$ cat src/rtl/ahb_lite_pkg.sv
// AHB-Lite bus types and codes, imported by every bus-facing module of the monitor
`default_nettype none

package ahb_lite_pkg;

    // --------------------
    // Bus widths

    // Byte address driven by the master
    typedef logic [31:0] haddr_t;

    // Read and write data word
    typedef logic [31:0] hdata_t;

    // --------------------
    // Transfer types

    // HTRANS encoding, also used as the data-phase state of the slave
    typedef enum logic [1:0] {
        IDLE   = 2'b00,
        BUSY   = 2'b01,
        NONSEQ = 2'b10,
        SEQ    = 2'b11
    } trans_t;

    // --------------------
    // Responses

    typedef logic [1:0] hresp_t;

    // Only response the slave ever gives
    localparam hresp_t RESP_OKAY = 2'b00;

endpackage

`default_nettype wire

$ cat src/rtl/pmu_cfg_pkg.sv
// Register map and field positions of the event monitor, shared by the bank, core and bus port
`default_nettype none

package pmu_cfg_pkg;

    // --------------------
    // Register word

    // Every slave register is one bus word wide
    typedef logic [31:0] reg_word_t;

    // --------------------
    // Register map

    // Main configuration register
    localparam int CFG_IDX = 0;

    // First counter, counter i sits at CNT_BASE + i
    localparam int CNT_BASE = 1;

    // Status and interrupt enable follow the last counter
    // Their index is N_COUNTERS plus these offsets
    localparam int OVF_STATUS_OFS = 1;
    localparam int OVF_IRQEN_OFS  = 2;

    // Registers besides the counters: config, status, irq enable
    localparam int N_FIXED_REGS = 3;

    // --------------------
    // Configuration fields

    // Counting runs while set
    localparam int CFG_EN_BIT = 0;

    // Holds counters and overflow status at zero while set
    localparam int CFG_SOFTRST_BIT = 1;

    // Returned for reads outside the map or outside a read data phase
    localparam reg_word_t INVALID_READ_WORD = 32'hCAFE_1D1E;

endpackage

`default_nettype wire

$ cat src/rtl/ahb_slave_port.sv
// AHB-Lite slave port: registers the address phase and serves the monitor registers
`default_nettype none

module ahb_slave_port #(
    parameter int  N_COUNTERS = 4,
    localparam int N_REGS     = N_COUNTERS + pmu_cfg_pkg::N_FIXED_REGS,
    localparam int IDX_W      = $clog2(N_REGS)
) (
    input  wire                         clk_i,
    input  wire                         rstn_i,
    // AHB-Lite slave side
    input  wire                         hsel_i,
    input  wire ahb_lite_pkg::trans_t   htrans_i,
    input  wire ahb_lite_pkg::haddr_t   haddr_i,
    input  wire                         hwrite_i,
    input  wire ahb_lite_pkg::hdata_t   hwdata_i,
    output logic                        hreadyo_o,
    output ahb_lite_pkg::hresp_t        hresp_o,
    output ahb_lite_pkg::hdata_t        hrdata_o,
    // Register bank side
    input  wire pmu_cfg_pkg::reg_word_t regs_i [N_REGS],
    output logic                        wr_en_o,
    output logic [IDX_W-1:0]            wr_idx_o,
    output pmu_cfg_pkg::reg_word_t      wr_data_o
);
    import ahb_lite_pkg::*;
    import pmu_cfg_pkg::*;

    // Transfer type of the data phase in progress
    trans_t state_q;
    trans_t state_d;

    // Address phase captured for the data phase
    haddr_t addr_q;
    logic   write_q;

    logic             capture;
    logic             data_phase;
    logic             idx_valid;
    logic [IDX_W-1:0] idx;

    // --------------------
    // Address phase

    // Deselected slave sees an idle bus
    always_comb begin
        if (hsel_i) begin
            state_d = htrans_i;
        end else begin
            state_d = IDLE;
        end
    end

    // Only real transfers carry an address worth keeping
    assign capture = (state_d == NONSEQ) || (state_d == SEQ);

    always_ff @(posedge clk_i) begin
        if (!rstn_i) begin
            state_q <= IDLE;
            write_q <= 1'b0;
        end else begin
            state_q <= state_d;
            // IDLE and BUSY never write
            write_q <= capture ? hwrite_i : 1'b0;
        end
    end

    // Address holds through IDLE and BUSY
    always_ff @(posedge clk_i) begin
        if (capture) begin
            addr_q <= haddr_i;
        end
    end

    // --------------------
    // Data phase

    assign data_phase = (state_q == NONSEQ) || (state_q == SEQ);

    // Word index, byte lanes dropped
    assign idx = addr_q[IDX_W+1:2];

    // Whole word address is checked so higher addresses do not alias
    assign idx_valid = addr_q[$bits(haddr_t)-1:2] < N_REGS;

    // Write request to the bank, already qualified
    assign wr_en_o   = data_phase && write_q && idx_valid;
    assign wr_idx_o  = idx;
    assign wr_data_o = hwdata_i;

    // Read data straight from the bank in the data phase
    always_comb begin
        if (data_phase && !write_q && idx_valid) begin
            hrdata_o = regs_i[idx];
        end else begin
            hrdata_o = INVALID_READ_WORD;
        end
    end

    // No wait states, no error responses
    assign hreadyo_o = 1'b1;
    assign hresp_o   = RESP_OKAY;

endmodule

`default_nettype wire

$ cat src/rtl/pmu_reg_bank.sv
// Slave register bank of the monitor: loads core updates each cycle, bus writes take priority
`default_nettype none

module pmu_reg_bank #(
    parameter int  N_COUNTERS = 4,
    localparam int N_REGS     = N_COUNTERS + pmu_cfg_pkg::N_FIXED_REGS,
    localparam int IDX_W      = $clog2(N_REGS)
) (
    input  wire                         clk_i,
    input  wire                         rstn_i,
    // Bus write from the slave port, index already checked
    input  wire                         wr_en_i,
    input  wire [IDX_W-1:0]             wr_idx_i,
    input  wire pmu_cfg_pkg::reg_word_t wr_data_i,
    // Values computed by the counter core
    input  wire pmu_cfg_pkg::reg_word_t next_regs_i [N_REGS],
    // Current register contents
    output pmu_cfg_pkg::reg_word_t      regs_o [N_REGS]
);
    import pmu_cfg_pkg::*;

    reg_word_t regs_d [N_REGS];
    reg_word_t regs_q [N_REGS];

    // --------------------
    // Next contents

    // Core value by default
    // A bus write replaces only its own register
    always_comb begin
        for (int i = 0; i < N_REGS; i++) begin
            if (wr_en_i && (wr_idx_i == i)) begin
                regs_d[i] = wr_data_i;
            end else begin
                regs_d[i] = next_regs_i[i];
            end
        end
    end

    // --------------------
    // Storage

    always_ff @(posedge clk_i) begin
        if (!rstn_i) begin
            for (int i = 0; i < N_REGS; i++) begin
                regs_q[i] <= '0;
            end
        end else begin
            regs_q <= regs_d;
        end
    end

    // Same array feeds the bus port and the core
    assign regs_o = regs_q;

endmodule

`default_nettype wire

$ cat src/rtl/pmu_counters.sv
// Event counter core: computes next counter, status and pass-through values from the registers
`default_nettype none

module pmu_counters #(
    parameter int  N_COUNTERS = 4,
    localparam int N_REGS     = N_COUNTERS + pmu_cfg_pkg::N_FIXED_REGS
) (
    // Current register contents from the bank
    input  wire pmu_cfg_pkg::reg_word_t regs_i [N_REGS],
    // One event line per counter
    input  wire [N_COUNTERS-1:0]        events_i,
    // Values the bank loads at the next edge
    output pmu_cfg_pkg::reg_word_t      next_regs_o [N_REGS],
    output logic                        intr_overflow_o
);
    import pmu_cfg_pkg::*;

    localparam int STATUS_IDX = N_COUNTERS + OVF_STATUS_OFS;
    localparam int IRQEN_IDX  = N_COUNTERS + OVF_IRQEN_OFS;

    logic                  count_en;
    logic                  soft_rst;
    logic [N_COUNTERS-1:0] wrap;
    logic [N_COUNTERS-1:0] ovf_status;
    logic [N_COUNTERS-1:0] ovf_irq_en;

    // --------------------
    // Configuration fields

    assign count_en = regs_i[CFG_IDX][CFG_EN_BIT];
    assign soft_rst = regs_i[CFG_IDX][CFG_SOFTRST_BIT];

    // Only the low N_COUNTERS bits mean anything
    assign ovf_status = regs_i[STATUS_IDX][N_COUNTERS-1:0];
    assign ovf_irq_en = regs_i[IRQEN_IDX][N_COUNTERS-1:0];

    // Counter at all-ones about to count once more
    always_comb begin
        for (int i = 0; i < N_COUNTERS; i++) begin
            wrap[i] = count_en && events_i[i] && (&regs_i[CNT_BASE + i]);
        end
    end

    // --------------------
    // Next values

    always_comb begin
        // Config and irq enable keep their contents
        next_regs_o = regs_i;

        for (int i = 0; i < N_COUNTERS; i++) begin
            if (soft_rst) begin
                next_regs_o[CNT_BASE + i] = '0;
            end else if (count_en && events_i[i]) begin
                // Wraps to zero after all-ones
                next_regs_o[CNT_BASE + i] = regs_i[CNT_BASE + i] + 1'b1;
            end
        end

        // Status bits are sticky until soft reset or a bus write
        if (soft_rst) begin
            next_regs_o[STATUS_IDX] = '0;
        end else begin
            next_regs_o[STATUS_IDX][N_COUNTERS-1:0] = ovf_status | wrap;
        end
    end

    // Registered status gated by the enable mask
    assign intr_overflow_o = |(ovf_status & ovf_irq_en);

endmodule

`default_nettype wire

$ cat src/rtl/pmu_ahb.sv
// Top level of the AHB-Lite event monitor: connects bus port, register bank and counter core
`default_nettype none

module pmu_ahb #(
    parameter int N_COUNTERS = 4
) (
    input  wire                       clk_i,
    input  wire                       rstn_i,
    // AHB-Lite slave
    input  wire                       hsel_i,
    input  wire ahb_lite_pkg::trans_t htrans_i,
    input  wire ahb_lite_pkg::haddr_t haddr_i,
    input  wire                       hwrite_i,
    input  wire ahb_lite_pkg::hdata_t hwdata_i,
    output logic                      hreadyo_o,
    output ahb_lite_pkg::hresp_t      hresp_o,
    output ahb_lite_pkg::hdata_t      hrdata_o,
    // Monitored events and interrupt
    input  wire [N_COUNTERS-1:0]      events_i,
    output logic                      intr_overflow_o
);
    import pmu_cfg_pkg::*;

    localparam int N_REGS = N_COUNTERS + N_FIXED_REGS;
    localparam int IDX_W  = $clog2(N_REGS);

    // --------------------
    // Internal nets

    reg_word_t        regs [N_REGS];
    reg_word_t        next_regs [N_REGS];
    logic             wr_en;
    logic [IDX_W-1:0] wr_idx;
    reg_word_t        wr_data;

    // Bus pipeline and read mux
    ahb_slave_port #(
        .N_COUNTERS (N_COUNTERS)
    ) port_i (
        .clk_i     (clk_i),
        .rstn_i    (rstn_i),
        .hsel_i    (hsel_i),
        .htrans_i  (htrans_i),
        .haddr_i   (haddr_i),
        .hwrite_i  (hwrite_i),
        .hwdata_i  (hwdata_i),
        .hreadyo_o (hreadyo_o),
        .hresp_o   (hresp_o),
        .hrdata_o  (hrdata_o),
        .regs_i    (regs),
        .wr_en_o   (wr_en),
        .wr_idx_o  (wr_idx),
        .wr_data_o (wr_data)
    );

    // Register storage
    pmu_reg_bank #(
        .N_COUNTERS (N_COUNTERS)
    ) bank_i (
        .clk_i       (clk_i),
        .rstn_i      (rstn_i),
        .wr_en_i     (wr_en),
        .wr_idx_i    (wr_idx),
        .wr_data_i   (wr_data),
        .next_regs_i (next_regs),
        .regs_o      (regs)
    );

    // Counting and overflow logic
    pmu_counters #(
        .N_COUNTERS (N_COUNTERS)
    ) core_i (
        .regs_i          (regs),
        .events_i        (events_i),
        .next_regs_o     (next_regs),
        .intr_overflow_o (intr_overflow_o)
    );

endmodule

`default_nettype wire

$ cat config.mk
export PLATFORM = sky130hd
export DESIGN_NAME = pmu_ahb
export DESIGN_NICKNAME = d
export VERILOG_FILES = /design/src/rtl/ahb_lite_pkg.sv /design/src/rtl/pmu_cfg_pkg.sv /design/src/rtl/ahb_slave_port.sv /design/src/rtl/pmu_reg_bank.sv /design/src/rtl/pmu_counters.sv /design/src/rtl/pmu_ahb.sv
export SDC_FILE = /design/constraint.sdc
export NUM_CORES = 1
export LEC_CHECK = 0
export ABC_AREA = 1
export BUFFER_PORTS_ARGS = -buffer_cell sky130_fd_sc_hd__buf_2
export CORE_MARGIN = 3
export CORE_UTILIZATION = 40
export CTS_CLUSTER_DIAMETER = 30
export CTS_CLUSTER_SIZE = 16
export DETAILED_ROUTE_END_ITERATION = 8
export PLACE_DENSITY_LB_ADDON = 0.25
export SLEW_MARGIN = 20
export SYNTH_ARGS = -nofsm -noshare
export SYNTH_HDL_FRONTEND = slang
export SYNTH_SLANG_ARGS = --single-unit
$ cat constraint.sdc
create_clock -name clk_i -period 2.2 [get_ports clk_i]
set_input_delay 0.44 -clock clk_i [delete_from_list [all_inputs] [get_ports clk_i]]
set_output_delay 0.44 -clock clk_i [all_outputs]
set_load 0.005 [all_outputs]
==> metrics.md <==
| Metric | Value |
|---|---|
| GR Overflow Total | `0` |
| Max FO, Critical Path | `4` |
| Failing checks | `negative setup slack` |
| Simple-gate portion of the synthesized area | `0.4667` |
| 1st-pass router iterations | `7` |
| Fin crit share | `1.324` |
| Finished Core Util | `0.5480` |
| Synth area leaders | `dfxtp_1 26%, nand2_1 19%, nor2_1 14%` |
| I/O Buffers | `103` |
| CTS tree | `done` |
| Die height | `214.8 um` |
| Design Power | `17.48 mW` |
| Antenna Cells | `0` |
| Synth Area in Adders | `0.002871` |
| Final Skew | `0.03077 ns` |
| Core footprint | `0.04251 mm^2` |
| Largest family of logic cells by synthesized area | `simple AND/OR/NAND/NOR gates` |
| Crit Path Category | `flip-flop to primary output` |
| Maxcap violations | `0` |
| Slew Limit Fails | `0` |
| CTS clk-pin slew, worst paths | `0.05 ns` |
| R2R cell count | `12` |
| Largest net degree at the start of global routing | `100` |
| Crit Reg-Reg Startpoint | `port_i.addr_q[3]` |
| Fraction of layout cells with a size suffix above 1 | `0.1619` |
| Rows | `75` |
| Vias/cell | `5.689` |
| Placer Congestion | `0.9896` |
| Leakage | `just under 10 nW` |
| Hold EP | `port_i.write_q` |
| Final setup fails | `32` |
| Total GRT Usage | `0.3359` |
| Final Cell Area | `approximately 0.023 mm^2` |
| CP Data Arrival Time | `2.47 ns` |
| Chip Width | `214.8 um` |
| Fmax | `0.3433 GHz` |
| Status | `finished, violations left` |
| Initial antenna violation count | `0` |
| Antenna Nets Post-Route | `0` |
| CTS H-Tree Depth | `3` |
| Layout Area Growth over Synthesis | `33.64%` |
| Min-delay src | `hwrite_i` |
| Die Footprint | `0.04612 mm^2` |
| Critical Path End Type | `primary output` |
| XOR/XNOR Fraction of Synth Area | `0.03115` |
| Hold Fails Final Rpt | `0` |
| Async SR Flop Fraction | `0` |
| First-pass GRT wire length | `119.5 mm` |
| Cell Area, Placed | `a little under 0.02 mm^2` |
| Ys Warns | `0` |
| #FFs+latches synth | `256` |
| DRC viols | `0` |
| Uppermost routed layer | `met4` |
| Post-synth EDFFs | `30` |
| IO Pins | `110` |
| Clk_lat worst skew | `about 0.63 ns` |
| Sequential area share after synthesis | `0.3112` |
| Min-delay worst type | `primary input to flip-flop` |
| Synth cell types | `34` |
| Pwr dens | `~750 mW/mm^2` |
| CP startpoint kind | `flip-flop` |
| Req. time, crit path | `1.76 ns` |
| Compound-Gate Fraction of Synth Area | `0.09533` |
| Initial core utilization | `0.4100` |
| Count leader, synth | `nand2_1` |
| Cell taking the most area after synthesis | `dfxtp_1` |
| Layout Nets | `3221` |
| Gate Count Post-Synth | `about 3000` |
| Fin crit period | `2.913 ns` |
| Peak VDD IR | `0.7443 mV` |
| Setup_tns | `-19.92 ns` |
| Clk sinks | `256` |
| Mux contribution to synthesized area | `0` |
| Metal2 WL | `35.43 mm` |
| Syn Area/Cell | `about 6 um^2` |
| Most frequent cells after synthesis | `879 x nand2_1, 647 x nor2_1, 250 x nand4_1` |
| Final HPWL DP | `57.50 mm` |
| Reg2reg setup slack | `approximately 0.010 ns` |
| RSZ-0062 raised after global routing | `true` |
| Drt initial violations | `2369` |
| Avg WL per Cell | `21.63 um` |
| Total number of vias | `between 20000 and 25000` |
| CTS buffer count | `82` |
| Worst Tran Pin Value | `0.7425 ns` |
| M1 WL | `33.26 mm` |
| FILL cells | `4204` |
| Mapped cell area | `~0.017 mm^2` |
| Worst hold path depth | `2` |
| CTS root buf | `clkbuf_16` |
| CTS max path bufs | `3` |
| Met3 wire length | `8.042 mm` |
| RR Endpoint | `bank_i.regs_o[180]` |
| Vias in the first global route | `19520` |
| Max_slew headroom | `0.5050` |
| Setup slack after layout | `-0.7126 ns` |
| Total Routed Length | `approximately 80 mm` |
| Top_reg_cell synth | `dfxtp_1` |
| Synth top area share | `0.2596` |
## registers in the layout (all words and copies together), names as in the netlist
name            cells
port_i.addr_q      30
bank_i.regs_o     224
port_i.write_q      1
port_i.state_q      1
## per-layer routing
| layer | track usage | vias up |
|---|---|---|
| li1 | - | 10050 |
| met1 | 0.4505 | 10010 |
| met2 | 0.5106 | 1195 |
| met3 | 0.06398 | 259 |
| met4 | 0.1819 | 0 |
| met5 | 0 | - |
## layout by cell type, fill, tap and decap left out, types with 7 or more instances in the layout
cell	count
nor2_2	13
buf_6	24
o2111ai_4	7
clkinv_2	7
buf_4	98
nor2_1	632
o211ai_1	24
o22ai_1	40
nand2_1	865
edfxtp_1	30
clkbuf_8	17
buf_12	25
o21ai_2	10
o21ai_1	14
a21oi_2	17
inv_1	212
nand2_2	12
clkbuf_16	85
clkbuf_1	15
nand3_1	119
inv_2	8
dlygate4sd3_1	30
xor2_1	61
a21oi_1	103
o21ai_0	42
nand4_1	250
o22ai_2	11
dfxtp_1	225
clkinvlp_4	7
buf_2	101
or2_2	7
## worst max-delay path by stage
stage / start / to / slack [ns]
floorplan: port_i.addr_q[3] / hrdata_o[20] / 0.06
global placement: port_i.addr_q[3] / hrdata_o[4] / -0.19
detailed placement: port_i.addr_q[3] / hrdata_o[4] / -0.18
CTS: port_i.addr_q[20] / hrdata_o[24] / -0.67
global route: port_i.addr_q[3] / hrdata_o[9] / -0.75
finish: port_i.addr_q[3] / hrdata_o[4] / -0.71
## layout make-up
class	instances	area [um^2]	share of cell area
clock buffer	115	2367	0.1016
clock inverter	31	402.9	0.01730
inverter	226	868.3	0.03728
multi-input combinational	2293	11080	0.4759
sequential	256	5426	0.2330
tap	577	721.9	0.03099
timing repair buffer	284	2422	0.1040
## power by group
group | total, mW | switching (mW) | internal (mW)
Sequential | 4.81 | 0.0197 | 4.79
Clock | 11.7 | 3.61 | 8.05
Combinational | 1.01 | 0.692 | 0.319
Total | 17.5 | 4.32 | 13.2
## repair_timing
action,in CTS,in global routing
pin swaps,17,38
gates cloned,0,3
gates resized for setup,65,138
setup endpoints to repair,48,61
setup buffers,6,16
endpoints found under the hold margin,30,0
hold buffers,30,0
## metrics by stage
stage	std cells	setup slack (ns)	hold WS, ns
2_1_floorplan	2965	0.05833	0.4378
3_3_place_gp	3588	-0.1904	0.4463
3_5_place_dp	3588	-0.1832	0.4500
4_1_cts	3770	-0.6702	0.07241
6_report	3782	-0.7126	0.09748
5_1_grt	3782	-0.7503	0.09435
## cell families after synthesis
| family | Yosys count |
|---|---|
| and+or+nand+nor | 1931 |
| buffers and inverters | 416 |
| AOI/OAI and AO/OA | 293 |
| DFF | 256 |
| xor gates and xnor gates | 62 |
| adders and majority gates | 4 |
| other | 2 |
## critical path, cell delays in order (launching register included)
cell and delay [ns]:
edfxtp_1 0.42, buf_6 0.16, nor2_4 0.16, buf_6 0.17, buf_12 0.12, nand2_2 0.05, o21ai_2 0.05, a21oi_1 0.05
o211ai_1 0.45, buf_2 0.22
Note: power is estimated with default switching activity, not from simulation.
